===== src/verilog/nabp_pkg.sv =====
`default_nettype none

package nabp_pkg;

    // line and row sizes
    localparam int n_samp = 16;
    localparam int n_pix = 8;

    // command bits in a reg_ctrl write
    localparam int ctrl_start_bit = 0;
    localparam int ctrl_swap_bit = 1;
    localparam int ctrl_clear_bit = 2;

    // address masks for the sample and pixel windows
    localparam logic [7:0] samp_adr_mask = 8'hf0;
    localparam logic [7:0] pix_adr_mask = 8'hf8;

    typedef logic signed [11:0] sample_t;
    typedef sample_t [n_samp-1:0] line_t;
    typedef logic [3:0] samp_idx_t;
    typedef logic signed [15:0] pix_acc_t;

    typedef struct packed {
        logic [3:0] sh_accu_base;
        // Q4.4 values
        logic [7:0] mp_accu_init;
        logic [7:0] mp_accu_base;
    } nabp_param_t;

    typedef enum logic [1:0] {
        ready_s,
        fill_s,
        fill_done_s,
        shift_s
    } nabp_state_e;

    // word addresses on the host bus
    typedef enum logic [7:0] {
        reg_ctrl      = 8'h00,
        reg_sh_base   = 8'h01,
        reg_mp_init   = 8'h02,
        reg_mp_base   = 8'h03,
        reg_samp_base = 8'h10,
        reg_pix_base  = 8'h20
    } nabp_reg_e;

    typedef struct packed {
        logic next_itr;
        logic swap_ready;
        logic pe_en;
    } nabp_status_t;

    typedef struct packed {
        logic cyc;
        logic stb;
        logic we;
        logic [7:0] adr;
        logic [31:0] dat;
    } wb_m2s_t;

    typedef struct packed {
        logic ack;
        logic [31:0] dat;
    } wb_s2m_t;

endpackage

`default_nettype wire

===== src/verilog/nabp_top.sv =====
`timescale 1ns/10ps
`default_nettype none

module nabp_top
    import nabp_pkg::*;
(
    input  wire logic clk,
    input  wire logic reset_n,
    input  wire wb_m2s_t wb_in,
    output wb_s2m_t wb_out
);

    nabp_param_t sw_param;
    logic sw_next_itr_ack;
    logic sw_swap;
    logic clear;
    logic sw_next_itr;
    logic sw_swap_ready;
    logic sw_pe_en;
    logic sh_fill_kick;
    logic sh_shift_kick;
    logic [3:0] sh_accu_base;
    logic [7:0] mp_accu_init;
    logic [7:0] mp_accu_base;
    logic sh_fill_done;
    logic sh_shift_done;
    samp_idx_t fill_idx;
    sample_t fill_data;
    line_t line;
    samp_idx_t map_idx;
    pix_acc_t [n_pix-1:0] pix;

    nabp_swap_control u_swap_control (
        .clk(clk), .reset_n(reset_n), .wb_in(wb_in), .wb_out(wb_out), .pix(pix),
        .sw_next_itr(sw_next_itr), .sw_swap_ready(sw_swap_ready), .sw_pe_en(sw_pe_en),
        .sw_param(sw_param), .sw_next_itr_ack(sw_next_itr_ack), .sw_swap(sw_swap),
        .clear(clear), .fill_idx(fill_idx), .fill_data(fill_data)
    );

    nabp_state_control u_state_control (
        .clk(clk), .reset_n(reset_n), .sw_param(sw_param),
        .sw_next_itr_ack(sw_next_itr_ack), .sw_swap(sw_swap),
        .sh_fill_done(sh_fill_done), .sh_shift_done(sh_shift_done),
        .sw_swap_ready(sw_swap_ready), .sw_next_itr(sw_next_itr), .sw_pe_en(sw_pe_en),
        .sh_fill_kick(sh_fill_kick), .sh_shift_kick(sh_shift_kick),
        .sh_accu_base(sh_accu_base), .mp_accu_init(mp_accu_init),
        .mp_accu_base(mp_accu_base)
    );

    nabp_shifter u_shifter (
        .clk(clk), .reset_n(reset_n), .sh_fill_kick(sh_fill_kick),
        .sh_shift_kick(sh_shift_kick), .sh_accu_base(sh_accu_base),
        .fill_data(fill_data), .fill_idx(fill_idx), .sh_fill_done(sh_fill_done),
        .sh_shift_done(sh_shift_done), .line(line)
    );

    nabp_mapper u_mapper (
        .clk(clk), .reset_n(reset_n), .sh_shift_kick(sh_shift_kick),
        .mp_accu_init(mp_accu_init), .mp_accu_base(mp_accu_base), .map_idx(map_idx)
    );

    nabp_pe_array u_pe_array (
        .clk(clk), .reset_n(reset_n), .pe_en(sw_pe_en), .clear(clear),
        .line(line), .map_idx(map_idx), .pix(pix)
    );

endmodule

`default_nettype wire


===== src/verilog/nabp_pe_array.sv =====
`timescale 1ns/10ps
`default_nettype none

module nabp_pe_array
    import nabp_pkg::*;
(
    input  wire logic clk,
    input  wire logic reset_n,
    input  wire logic pe_en,
    input  wire logic clear,
    input  wire line_t line,
    input  wire samp_idx_t map_idx,
    output pix_acc_t [n_pix-1:0] pix
);

    pix_acc_t [n_pix-1:0] acc;
    logic [$clog2(n_pix)-1:0] k;
    sample_t sel;

    assign sel = line[map_idx];

    // step counter picks the pixel, restarts each iteration
    always_ff @(posedge clk)
    begin
        if (!reset_n)
            k <= '0;
        else if (pe_en)
            k <= k + 1'b1;
        else
            k <= '0;
    end

    always_ff @(posedge clk)
    begin
        if (!reset_n || clear)
            acc <= '0;
        else if (pe_en)
            acc[k] <= acc[k] + pix_acc_t'(sel);
    end

    assign pix = acc;

endmodule

`default_nettype wire


===== src/verilog/nabp_mapper.sv =====
`timescale 1ns/10ps
`default_nettype none

module nabp_mapper
    import nabp_pkg::*;
(
    input  wire logic clk,
    input  wire logic reset_n,
    input  wire logic sh_shift_kick,
    input  wire logic [7:0] mp_accu_init,
    input  wire logic [7:0] mp_accu_base,
    output samp_idx_t map_idx
);

    // Q4.4 position, wraps at 16 samples
    logic [7:0] accu;

    always_ff @(posedge clk)
    begin
        if (!reset_n)
            accu <= '0;
        else if (sh_shift_kick)
            accu <= mp_accu_init;
        else
            accu <= accu + mp_accu_base;
    end

    // integer part only
    assign map_idx = accu[7:4];

endmodule

`default_nettype wire


===== src/verilog/nabp_shifter.sv =====
`timescale 1ns/10ps
`default_nettype none

module nabp_shifter
    import nabp_pkg::*;
(
    input  wire logic clk,
    input  wire logic reset_n,
    input  wire logic sh_fill_kick,
    input  wire logic sh_shift_kick,
    input  wire logic [3:0] sh_accu_base,
    input  wire sample_t fill_data,
    output samp_idx_t fill_idx,
    output logic sh_fill_done,
    output logic sh_shift_done,
    output line_t line
);

    line_t line_q;
    line_t line_rot;
    samp_idx_t cnt;
    logic filling;
    logic shifting;

    // left rotation, element j takes sample j + step
    always_comb
    begin
        for (int j = 0; j < n_samp; j++)
        begin
            line_rot[j] = line_q[samp_idx_t'(j) + sh_accu_base];
        end
    end

    always_ff @(posedge clk)
    begin
        if (!reset_n)
        begin
            filling <= 1'b0;
            shifting <= 1'b0;
            cnt <= '0;
        end
        else if (sh_fill_kick)
        begin
            filling <= 1'b1;
            cnt <= '0;
        end
        else if (sh_shift_kick)
        begin
            shifting <= 1'b1;
            cnt <= '0;
        end
        else if (filling)
        begin
            cnt <= cnt + 1'b1;
            if (sh_fill_done)
                filling <= 1'b0;
        end
        else if (shifting)
        begin
            cnt <= cnt + 1'b1;
            if (sh_shift_done)
                shifting <= 1'b0;
        end
    end

    always_ff @(posedge clk)
    begin
        if (filling)
            line_q[cnt] <= fill_data;
        else if (shifting)
            line_q <= line_rot;
    end

    assign fill_idx = cnt;
    assign sh_fill_done = filling && (cnt == samp_idx_t'(n_samp - 1));
    assign sh_shift_done = shifting && (cnt == samp_idx_t'(n_pix - 1));
    assign line = line_q;

    // done lands exactly one full line after the kick
    a_fill_done_count: assert property (@(posedge clk) disable iff (!reset_n)
        sh_fill_done |-> $past(sh_fill_kick, n_samp));

endmodule

`default_nettype wire


===== src/verilog/nabp_state_control.sv =====
`timescale 1ns/10ps
`default_nettype none

module nabp_state_control
    import nabp_pkg::*;
(
    input  wire logic clk,
    input  wire logic reset_n,
    input  wire nabp_param_t sw_param,
    input  wire logic sw_next_itr_ack,
    input  wire logic sw_swap,
    input  wire logic sh_fill_done,
    input  wire logic sh_shift_done,
    output logic sw_swap_ready,
    output logic sw_next_itr,
    output logic sw_pe_en,
    output logic sh_fill_kick,
    output logic sh_shift_kick,
    output logic [3:0] sh_accu_base,
    output logic [7:0] mp_accu_init,
    output logic [7:0] mp_accu_base
);

    nabp_state_e state;
    nabp_state_e next_state;

    always_ff @(posedge clk)
    begin
        if (!reset_n)
            state <= ready_s;
        else
            state <= next_state;
    end

    // parameters only move while idle, so a running iteration keeps its own
    always_ff @(posedge clk)
    begin
        if (state == ready_s)
        begin
            sh_accu_base <= sw_param.sh_accu_base;
            mp_accu_init <= sw_param.mp_accu_init;
            mp_accu_base <= sw_param.mp_accu_base;
        end
    end

    always_comb
    begin
        next_state = state;
        case (state)
            ready_s:     if (sw_next_itr_ack) next_state = fill_s;
            fill_s:      if (sh_fill_done) next_state = fill_done_s;
            fill_done_s: if (sw_swap) next_state = shift_s;
            shift_s:     if (sh_shift_done) next_state = ready_s;
            default:     next_state = ready_s;
        endcase
    end

    assign sw_next_itr = (state == ready_s);
    assign sw_swap_ready = (state == fill_done_s);
    assign sw_pe_en = (state == shift_s);
    // kicks fire in the cycle before the phase begins
    assign sh_fill_kick = (next_state != state) && (next_state == fill_s);
    assign sh_shift_kick = (next_state != state) && (next_state == shift_s);

    // shifter done pulses only arrive in their own phase
    a_fill_done_in_fill: assert property (@(posedge clk) disable iff (!reset_n)
        sh_fill_done |-> (state == fill_s));

    a_shift_done_in_shift: assert property (@(posedge clk) disable iff (!reset_n)
        sh_shift_done |-> (state == shift_s));

endmodule

`default_nettype wire


===== src/verilog/nabp_swap_control.sv =====
`timescale 1ns/10ps
`default_nettype none

module nabp_swap_control
    import nabp_pkg::*;
(
    input  wire logic clk,
    input  wire logic reset_n,
    input  wire wb_m2s_t wb_in,
    output wb_s2m_t wb_out,
    input  wire pix_acc_t [n_pix-1:0] pix,
    input  wire logic sw_next_itr,
    input  wire logic sw_swap_ready,
    input  wire logic sw_pe_en,
    output nabp_param_t sw_param,
    output logic sw_next_itr_ack,
    output logic sw_swap,
    output logic clear,
    input  wire samp_idx_t fill_idx,
    output sample_t fill_data
);

    sample_t mem [n_samp];
    nabp_param_t param_q;
    nabp_status_t status;
    logic ack_q;
    logic [31:0] rdat_d;
    logic [31:0] rdat_q;
    logic access;
    logic wr_en;
    logic wr_ctrl;
    logic samp_hit;
    logic pix_hit;
    logic start_pend;

    // one access per cycle pair, ack drops while stb is still high
    assign access = wb_in.cyc && wb_in.stb && !ack_q;
    assign wr_en = access && wb_in.we;
    assign wr_ctrl = wr_en && (wb_in.adr == reg_ctrl);
    assign samp_hit = (wb_in.adr & samp_adr_mask) == reg_samp_base;
    assign pix_hit = (wb_in.adr & pix_adr_mask) == reg_pix_base;

    assign status = '{next_itr: sw_next_itr, swap_ready: sw_swap_ready, pe_en: sw_pe_en};

    always_ff @(posedge clk)
    begin
        if (!reset_n)
        begin
            ack_q <= 1'b0;
            param_q <= '0;
            start_pend <= 1'b0;
            sw_next_itr_ack <= 1'b0;
            sw_swap <= 1'b0;
            clear <= 1'b0;
        end
        else
        begin
            ack_q <= access;
            if (wr_en)
            begin
                case (wb_in.adr)
                    reg_sh_base: param_q.sh_accu_base <= wb_in.dat[3:0];
                    reg_mp_init: param_q.mp_accu_init <= wb_in.dat[7:0];
                    reg_mp_base: param_q.mp_accu_base <= wb_in.dat[7:0];
                    default: ;
                endcase
            end
            // start waits here until the state machine is ready
            if (wr_ctrl && wb_in.dat[ctrl_start_bit])
                start_pend <= 1'b1;
            else if (sw_next_itr_ack)
                start_pend <= 1'b0;
            sw_next_itr_ack <= start_pend && sw_next_itr && !sw_next_itr_ack;
            // swap only counts once the line has been copied
            sw_swap <= wr_ctrl && wb_in.dat[ctrl_swap_bit] && sw_swap_ready;
            clear <= wr_ctrl && wb_in.dat[ctrl_clear_bit];
        end
    end

    always_ff @(posedge clk)
    begin
        if (wr_en && samp_hit)
            mem[wb_in.adr[3:0]] <= sample_t'(wb_in.dat[11:0]);
        if (access)
            rdat_q <= rdat_d;
    end

    always_comb
    begin
        rdat_d = '0;
        if (samp_hit)
            rdat_d = 32'(mem[wb_in.adr[3:0]]);
        else if (pix_hit)
            rdat_d = 32'(pix[wb_in.adr[2:0]]);
        else
        begin
            case (wb_in.adr)
                reg_ctrl:    rdat_d = 32'(status);
                reg_sh_base: rdat_d = 32'(param_q.sh_accu_base);
                reg_mp_init: rdat_d = 32'(param_q.mp_accu_init);
                reg_mp_base: rdat_d = 32'(param_q.mp_accu_base);
                default:     rdat_d = '0;
            endcase
        end
    end

    assign wb_out = '{ack: ack_q, dat: rdat_q};
    assign sw_param = param_q;
    // fill reads the memory directly
    assign fill_data = mem[fill_idx];

    // host must hold the strobe until it sees ack
    a_ack_with_stb: assert property (@(posedge clk) disable iff (!reset_n)
        ack_q |-> (wb_in.cyc && wb_in.stb));

endmodule

`default_nettype wire


===== config.mk =====
export PLATFORM = sky130hd
export DESIGN_NAME = nabp_top
export DESIGN_NICKNAME = d
export VERILOG_FILES = /design/src/verilog/nabp_pkg.sv /design/src/verilog/nabp_top.sv /design/src/verilog/nabp_pe_array.sv /design/src/verilog/nabp_mapper.sv /design/src/verilog/nabp_shifter.sv /design/src/verilog/nabp_state_control.sv /design/src/verilog/nabp_swap_control.sv
export SDC_FILE = /design/constraint.sdc
export NUM_CORES = 2
export LEC_CHECK = 0
export BUFFER_PORTS_ARGS = -buffer_cell sky130_fd_sc_hd__buf_2
export CAP_MARGIN = 20
export CELL_PAD_IN_SITES_DETAIL_PLACEMENT = 1
export CELL_PAD_IN_SITES_GLOBAL_PLACEMENT = 2
export CORE_MARGIN = 2
export CORE_UTILIZATION = 38
export DETAILED_ROUTE_END_ITERATION = 8
export PLACE_DENSITY = 0.76
export SYNTH_ARGS = -nofsm -noshare
export SYNTH_HDL_FRONTEND = slang
export SYNTH_HIERARCHICAL = 1
export SYNTH_SLANG_ARGS = --single-unit

===== constraint.sdc =====
create_clock -name clk -period 7.5 [get_ports clk]
set_input_delay 1.875 -clock clk [delete_from_list [all_inputs] [get_ports clk]]
set_output_delay 1.875 -clock clk [all_outputs]
set_load 0.02 [all_outputs]

---- Yosys cells after proc, flatten, opt, wreduce, memory -nomap -nowiden ----
Memory sizes are Yosys's and may differ from the RTL's. A register that Yosys moved wholly into a read port is not among the register bits.
Cells that the tools add are included.
operators by class
  add/subtract/negate cells ............... 19
  eq/ne operators ......................... 15
  bitwise gates (word level) .............. 2
  muxes and demuxes ....................... 71
  reductions and logical operators ........ 31
  $lt $le $gt $ge ......................... 22
operators by type and width
  operator                                                               count
  12-bit binary-select mux with 4-bit select                             17
  192-bit 2-to-1 mux                                                     2
  12-bit 2-to-1 mux                                                      18
  192-bit bitwise mux                                                    1
  128-bit bitwise mux                                                    1
  16-bit binary-select mux with 3-bit select                             2
  4-bit by 5-bit < comparator with 1-bit output (second input constant)  18
  32-bit 2-to-1 mux                                                      2
  12-bit demux with 4-bit select                                         1
  16-bit demux with 3-bit select                                         1
  16-bit 2-to-1 mux                                                      3
  4-bit adder (first input constant)                                     8
  8-bit case mux with 4 select lines                                     1
  1-bit logical AND                                                      17
  16-bit by 12-bit adder with 16-bit output                              1
  3-bit by 4-bit adder with 4-bit output (first input constant)          4
  8-bit by 2-bit == test with 1-bit output (second input constant)       2
  4-bit 2-to-1 mux                                                       4
  1-bit 2-to-1 mux                                                       12
  2-bit AND reduction                                                    5
  2-bit by 4-bit adder with 4-bit output (first input constant)          2
  8-bit adder                                                            1
  8-bit by 1-bit == test with 1-bit output (second input constant)       1
  8-bit logical NOT                                                      1
  23 further kinds                                                       35
storage, ports and cells
  RAM bits ................................ 192
  word-level logic and storage cells ...... 203
  output and inout port bits .............. 33
  bits in registers ....................... 416
  input port bits ......................... 45
  memories ................................ 1
memory list
  name                depth  bits a word  rd ports  clocked after Yosys merged registers in  wr ports  line                     source
  u_swap_control.mem  16     12           2         1                                        1         nabp_swap_control.sv:23  sample_t mem [n_samp];

---- Logic depth before layout (Yosys ltp) ----
  word-level depth ........................ 8
  mapped depth ............................ 15
  gate-level depth less buffers ........... 13

---- Hierarchy ----
The synthesis kept the hierarchy.
modules (own cells, without submodules)
  module              seq. area each (um^2)  times used  area each (um^2)  cells each
  nabp_shifter        5885.6                 1           17569.4           1493
  nabp_swap_control   6746.5                 1           11761.3           675
  nabp_pe_array       2622.5                 1           7667.4            859
  nabp_state_control  640.6                  1           721.9             34
  nabp_mapper         160.2                  1           638.1             76

---- Worst setup path after synthesis ----
OpenSTA, ideal clock, no wires.
  path kind ............................... input -> register
  from .................................... input port wb_in[32] (netlist bit)
  to ...................................... memory u_swap_control/mem[5][0] (netlist bit), enable pin
  path buffers ............................ 4
  arrival ................................. 3.545 ns
  setup slack ............................. 3.575 ns
  library setup time ...................... 0.380 ns
  required time ........................... 7.120 ns
  cell stages on the path ................. 7
  cells stage by stage .................... buf_6 buf_6 buf_4 buf_4 nor2b_1 nand2_1 nor2_1
RTL lines
  what             line                     source
  start, declared  nabp_top.sv:9            input wire wb_m2s_t wb_in,
  end, declared    nabp_swap_control.sv:23
Straight into the memory's write port.

---- Worst setup path in the final report ----
  from .................................... register u_pe_array.k[1]
  to ...................................... register u_pe_array.acc (netlist bit u_pe_array/pix[108])
on the way
  longest elaborated chain between the ends .. 5
  elaborated cells between the ends (all ways) .. 9
  those cells by class .................... add/sub (1); order compare (2); mux (5); reduce/logical (1)
ends and longest elaborated chain
  what                                                                               line                 source
  start, declared                                                                    nabp_pe_array.sv:17  logic [$clog2(n_pix)-1:0] k;
  start signal, assigned                                                             nabp_pe_array.sv:28  k <= k + 1'b1;
  branches (longest 4 deep; another with 16-bit by 12-bit adder with 16-bit output)  --
  128-bit bitwise mux *                                                              nabp_pe_array.sv:38  acc[k] <= acc[k] + pix_acc_t'(sel);
  end signal, assigned by index                                                      nabp_pe_array.sv:38
  end, declared                                                                      nabp_pe_array.sv:16  pix_acc_t [n_pix-1:0] acc;
Mark *: on every way between the ends. The select of a mux whose other input is x is not followed.
A chain may end at the register's enable or synchronous reset.

==> flow_summary.toml <==
[timing]
min_period_over_period_pct = 68.8
grt_setup_unrepaired = "no"
setup_tns_ns = 0
hold_viol_final = 0
setup_ws_ns = 2.34
drv_slew = 0
fmax_ghz = 0.194
fin_crit_ns = 5.16
relSlewSlack_pct = 16.0
finClkSkew_ns = 0.0270
worst_pin_slew_ns = 1.26
setup_viol = 0

[place]
hpwl_um = 89900
dp_cells = 4280
place_congestion = 0.869
portBuffers = 57
postPlaceCellArea_um2 = 39800
dp_slack_ns = 2.38

[synthesis]
synth_seq_area_share_pct = 41.9
avgSynthCellArea_um2 = 12.2
ys_ff_latch = 592
synth_largest_area_cell = "edfxtp_1"
syn_inst = 3137
syn_nets = 3219
synth-edff-count = 420
yosysMostFrequentCell = "nand2_1"
synth_async_sr_flop_share_pct = 0
synthTopCellsByCount = "475 x nand2_1, 420 x edfxtp_1, 389 x mux4_2, 191 x mux2_2, 172 x dfxtp_1"
ys_types = 78
syn_area_um2 = 38400
synth_flop_cell = "edfxtp_1"
ys_warn_count = 6
yosys.area.top_type_share_pct = 32.9
synth_area_leaders = "edfxtp_1 33%, mux4_2 23%, dfxtp_1 9.0%"

[global_routing]
grt_max_degree = 126
grt_pass1_vias = 30300
grt_usage_pct = 27.0
grt_first_pass_wirelength_um = 206000
antenna_found_initial = 4
grt-ovfl-total = 0

[power]
p_seq_share_pct = 48.0
vdd_ir_drop_max_mv = 0.204
powerDensity_nw_per_um2 = 172
p_clk_share_pct = 49.4
internal_power_mw = 5.59
power.share.switching_pct = 22.8
p_switching_mw = 1.66
combPwrFrac_pct = 2.6
finalPower_mw = 7.25
p_leak_nw = 13.9

[layout]
fill_cells = 10400
drive_gt1_share_pct = 28.5
area_delta_synth_final_pct = 10.0
fin_area_um2 = 42200
final_nets = 3140
fin_cells = 4414

[cts]
root_buffer = "clkbuf_16"
clock_latency_ns = 0.65
cts_tree = "done"
ctsHoldBuffers = 0
htreeDepth = 3
clock_sinks = 592
cts_resized = 0
cts_buffer_depth = 3
cts-buffers-inserted = 72
clk_pin_slew_ns = 0.06
postCtsSetupRepairBufs = 0

[setup_path]
crit_start = "u_pe_array/k[1]"
critPathCapture = "u_pe_array/pix[108]"
worst_setup_path_end_kind = "flop"
critPathMaxStageDelay_ns = 0.86
crit_path_start_kind = "flop"
worstPathRequired_ns = 8.09
cp_cell_sequence = "nor2b_1 > buf_4 > a221oi_1 > o22ai_1 > ha_1 > inv_1 > fa_1 > nor2b_1 > o21a_1 > o21ai_0 > a211oi_1 > o21ai_0 > xnor2_1 > o21a_1"
reg2reg_depth = 14
crit_arrival_ns = 5.75
criticalPathCategory = "flop to flop"
r2r-start = "u_pe_array/k[1]"
cpMaxStageDelayCell = "xnor2_1"
reg2reg_slack_ns = 2.34
r2r_end = "u_pe_array/pix[108]"
crit_fanout = 22

[floorplan]
placementRows = 116
io_pins = 78
die_h_um = 322
start_util_pct = 38.3
die_w_um = 322
dieArea_um2 = 104000
core_area_um2 = 100000

[routing]
routed_wl_um = 141000
firstDrtPassIters = 7
drtAntennaViolNets = 0
via_count = 29500
drc = 0
avgRoutedWirePerCell_um = 32.0
drt-initial-drc-count = 3355
vias_per_cell = 6.69

[run]
cap_violations = 0

[outcome]
outcome = "completed"

[min_path]
worst_hold_path_type = "flop to flop"
-- per-stage QoR --
step	hold WS [ns]	utilization (%)
after floorplan	0.424	-
final	0.461	42.1
after global routing	0.472	42.1
after detailed placement	0.449	39.7
after global placement	0.445	39.6
after CTS	0.464	42.1
-- routing by layer --
layer	GRT usage, %	vias to the layer above	routed length, µm
met5	0	-	34
met4	12.7	6	6850
met3	5.22	337	12500
met2	43.2	1599	65800
met1	35.4	15400	56000
li1	-	12100	-
-- worst min path at each step --
stage / from / end / slack [ns] / depth (start not counted)
floorplan: u_swap_control/sw_param[3] / u_state_control/mp_accu_base[3] / 0.42 / 0
global placement: u_swap_control/sw_param[10] / u_state_control/mp_accu_init[2] / 0.45 / 0
detailed placement: u_swap_control/sw_param[10] / u_state_control/mp_accu_init[2] / 0.45 / 0
CTS: u_swap_control/sw_param[2] / u_state_control/mp_accu_base[2] / 0.46 / 0
global route: u_swap_control/sw_param[2] / u_state_control/mp_accu_base[2] / 0.47 / 0
finish: u_swap_control/sw_param[2] / u_state_control/mp_accu_base[2] / 0.46 / 0
-- power by group through the flow --
stage	clock network (mW)	logic, mW	registers, mW
finish	3.58	0.189	3.48
global route	3.75	0.200	3.48
CTS	3.65	0.189	3.48
detailed placement	0	0.188	3.55
global placement	0	0.182	3.55
floorplan	0	0.120	3.56
-- cell usage in the layout (no fill, tap or decap), drive strengths merged, types with 18 or more instances in the layout --
master	count
clkinv	21
edfxtp	420
a21oi	130
clkbuf	100
inv	28
mux4	391
mux2i	158
dfxtp	172
nor2b	18
and2	22
nand3	46
a22oi	105
nand2	475
a21boi	24
o21ai	93
mux2	193
nor2	103
nor3	154
a211oi	19
o21a	24
a211o	74
buf	152
ha	35
-- cell families after synthesis --
| group | share of synthesized area (%) |
|---|---|
| simple gates | 9.69 |
| mux | 32.8 |
| flops | 41.9 |
| compound gates | 9.68 |
| buf+inv | 4.03 |
| fa+ha+maj | 1.25 |
| xor+xnor | 0.727 |
-- cell type report --
type | count | area [µm²] | area share (%)
Clock inverter | 31 | 365 | 0.866
Sequential cell | 592 | 16100 | 38.1
Clock buffer | 100 | 2020 | 4.79
Multi-Input combinational cell | 2214 | 20900 | 49.6
Inverter | 26 | 97.6 | 0.231
Tap cell | 1298 | 1620 | 3.85
Antenna cell | 1 | 2.50 | 0.00593
Timing Repair Buffer | 152 | 1080 | 2.56
-- state kept, by name, summed over array words and instances (netlist names), 8 cells and up --
| register | cells |
|---|---|
| u_shifter/line | 192 |
| u_pe_array/pix | 128 |
| u_swap_control/sw_param | 20 |
| u_swap_control/mem | 192 |
| u_state_control/mp_accu_base | 8 |
| u_swap_control/rdat_q | 16 |
| u_mapper/accu | 8 |
| u_state_control/mp_accu_init | 8 |
-- critical path: cells and delay by family (launching register included) --
kind	cells	cell delay [ns]
flops	1	0.72
xor+xnor	1	0.86
compound gates	7	1.59
buf+inv	2	0.38
simple gates	2	0.86
fa+ha+maj	2	0.68
No activity file was read; power rests on OpenSTA's default activity.
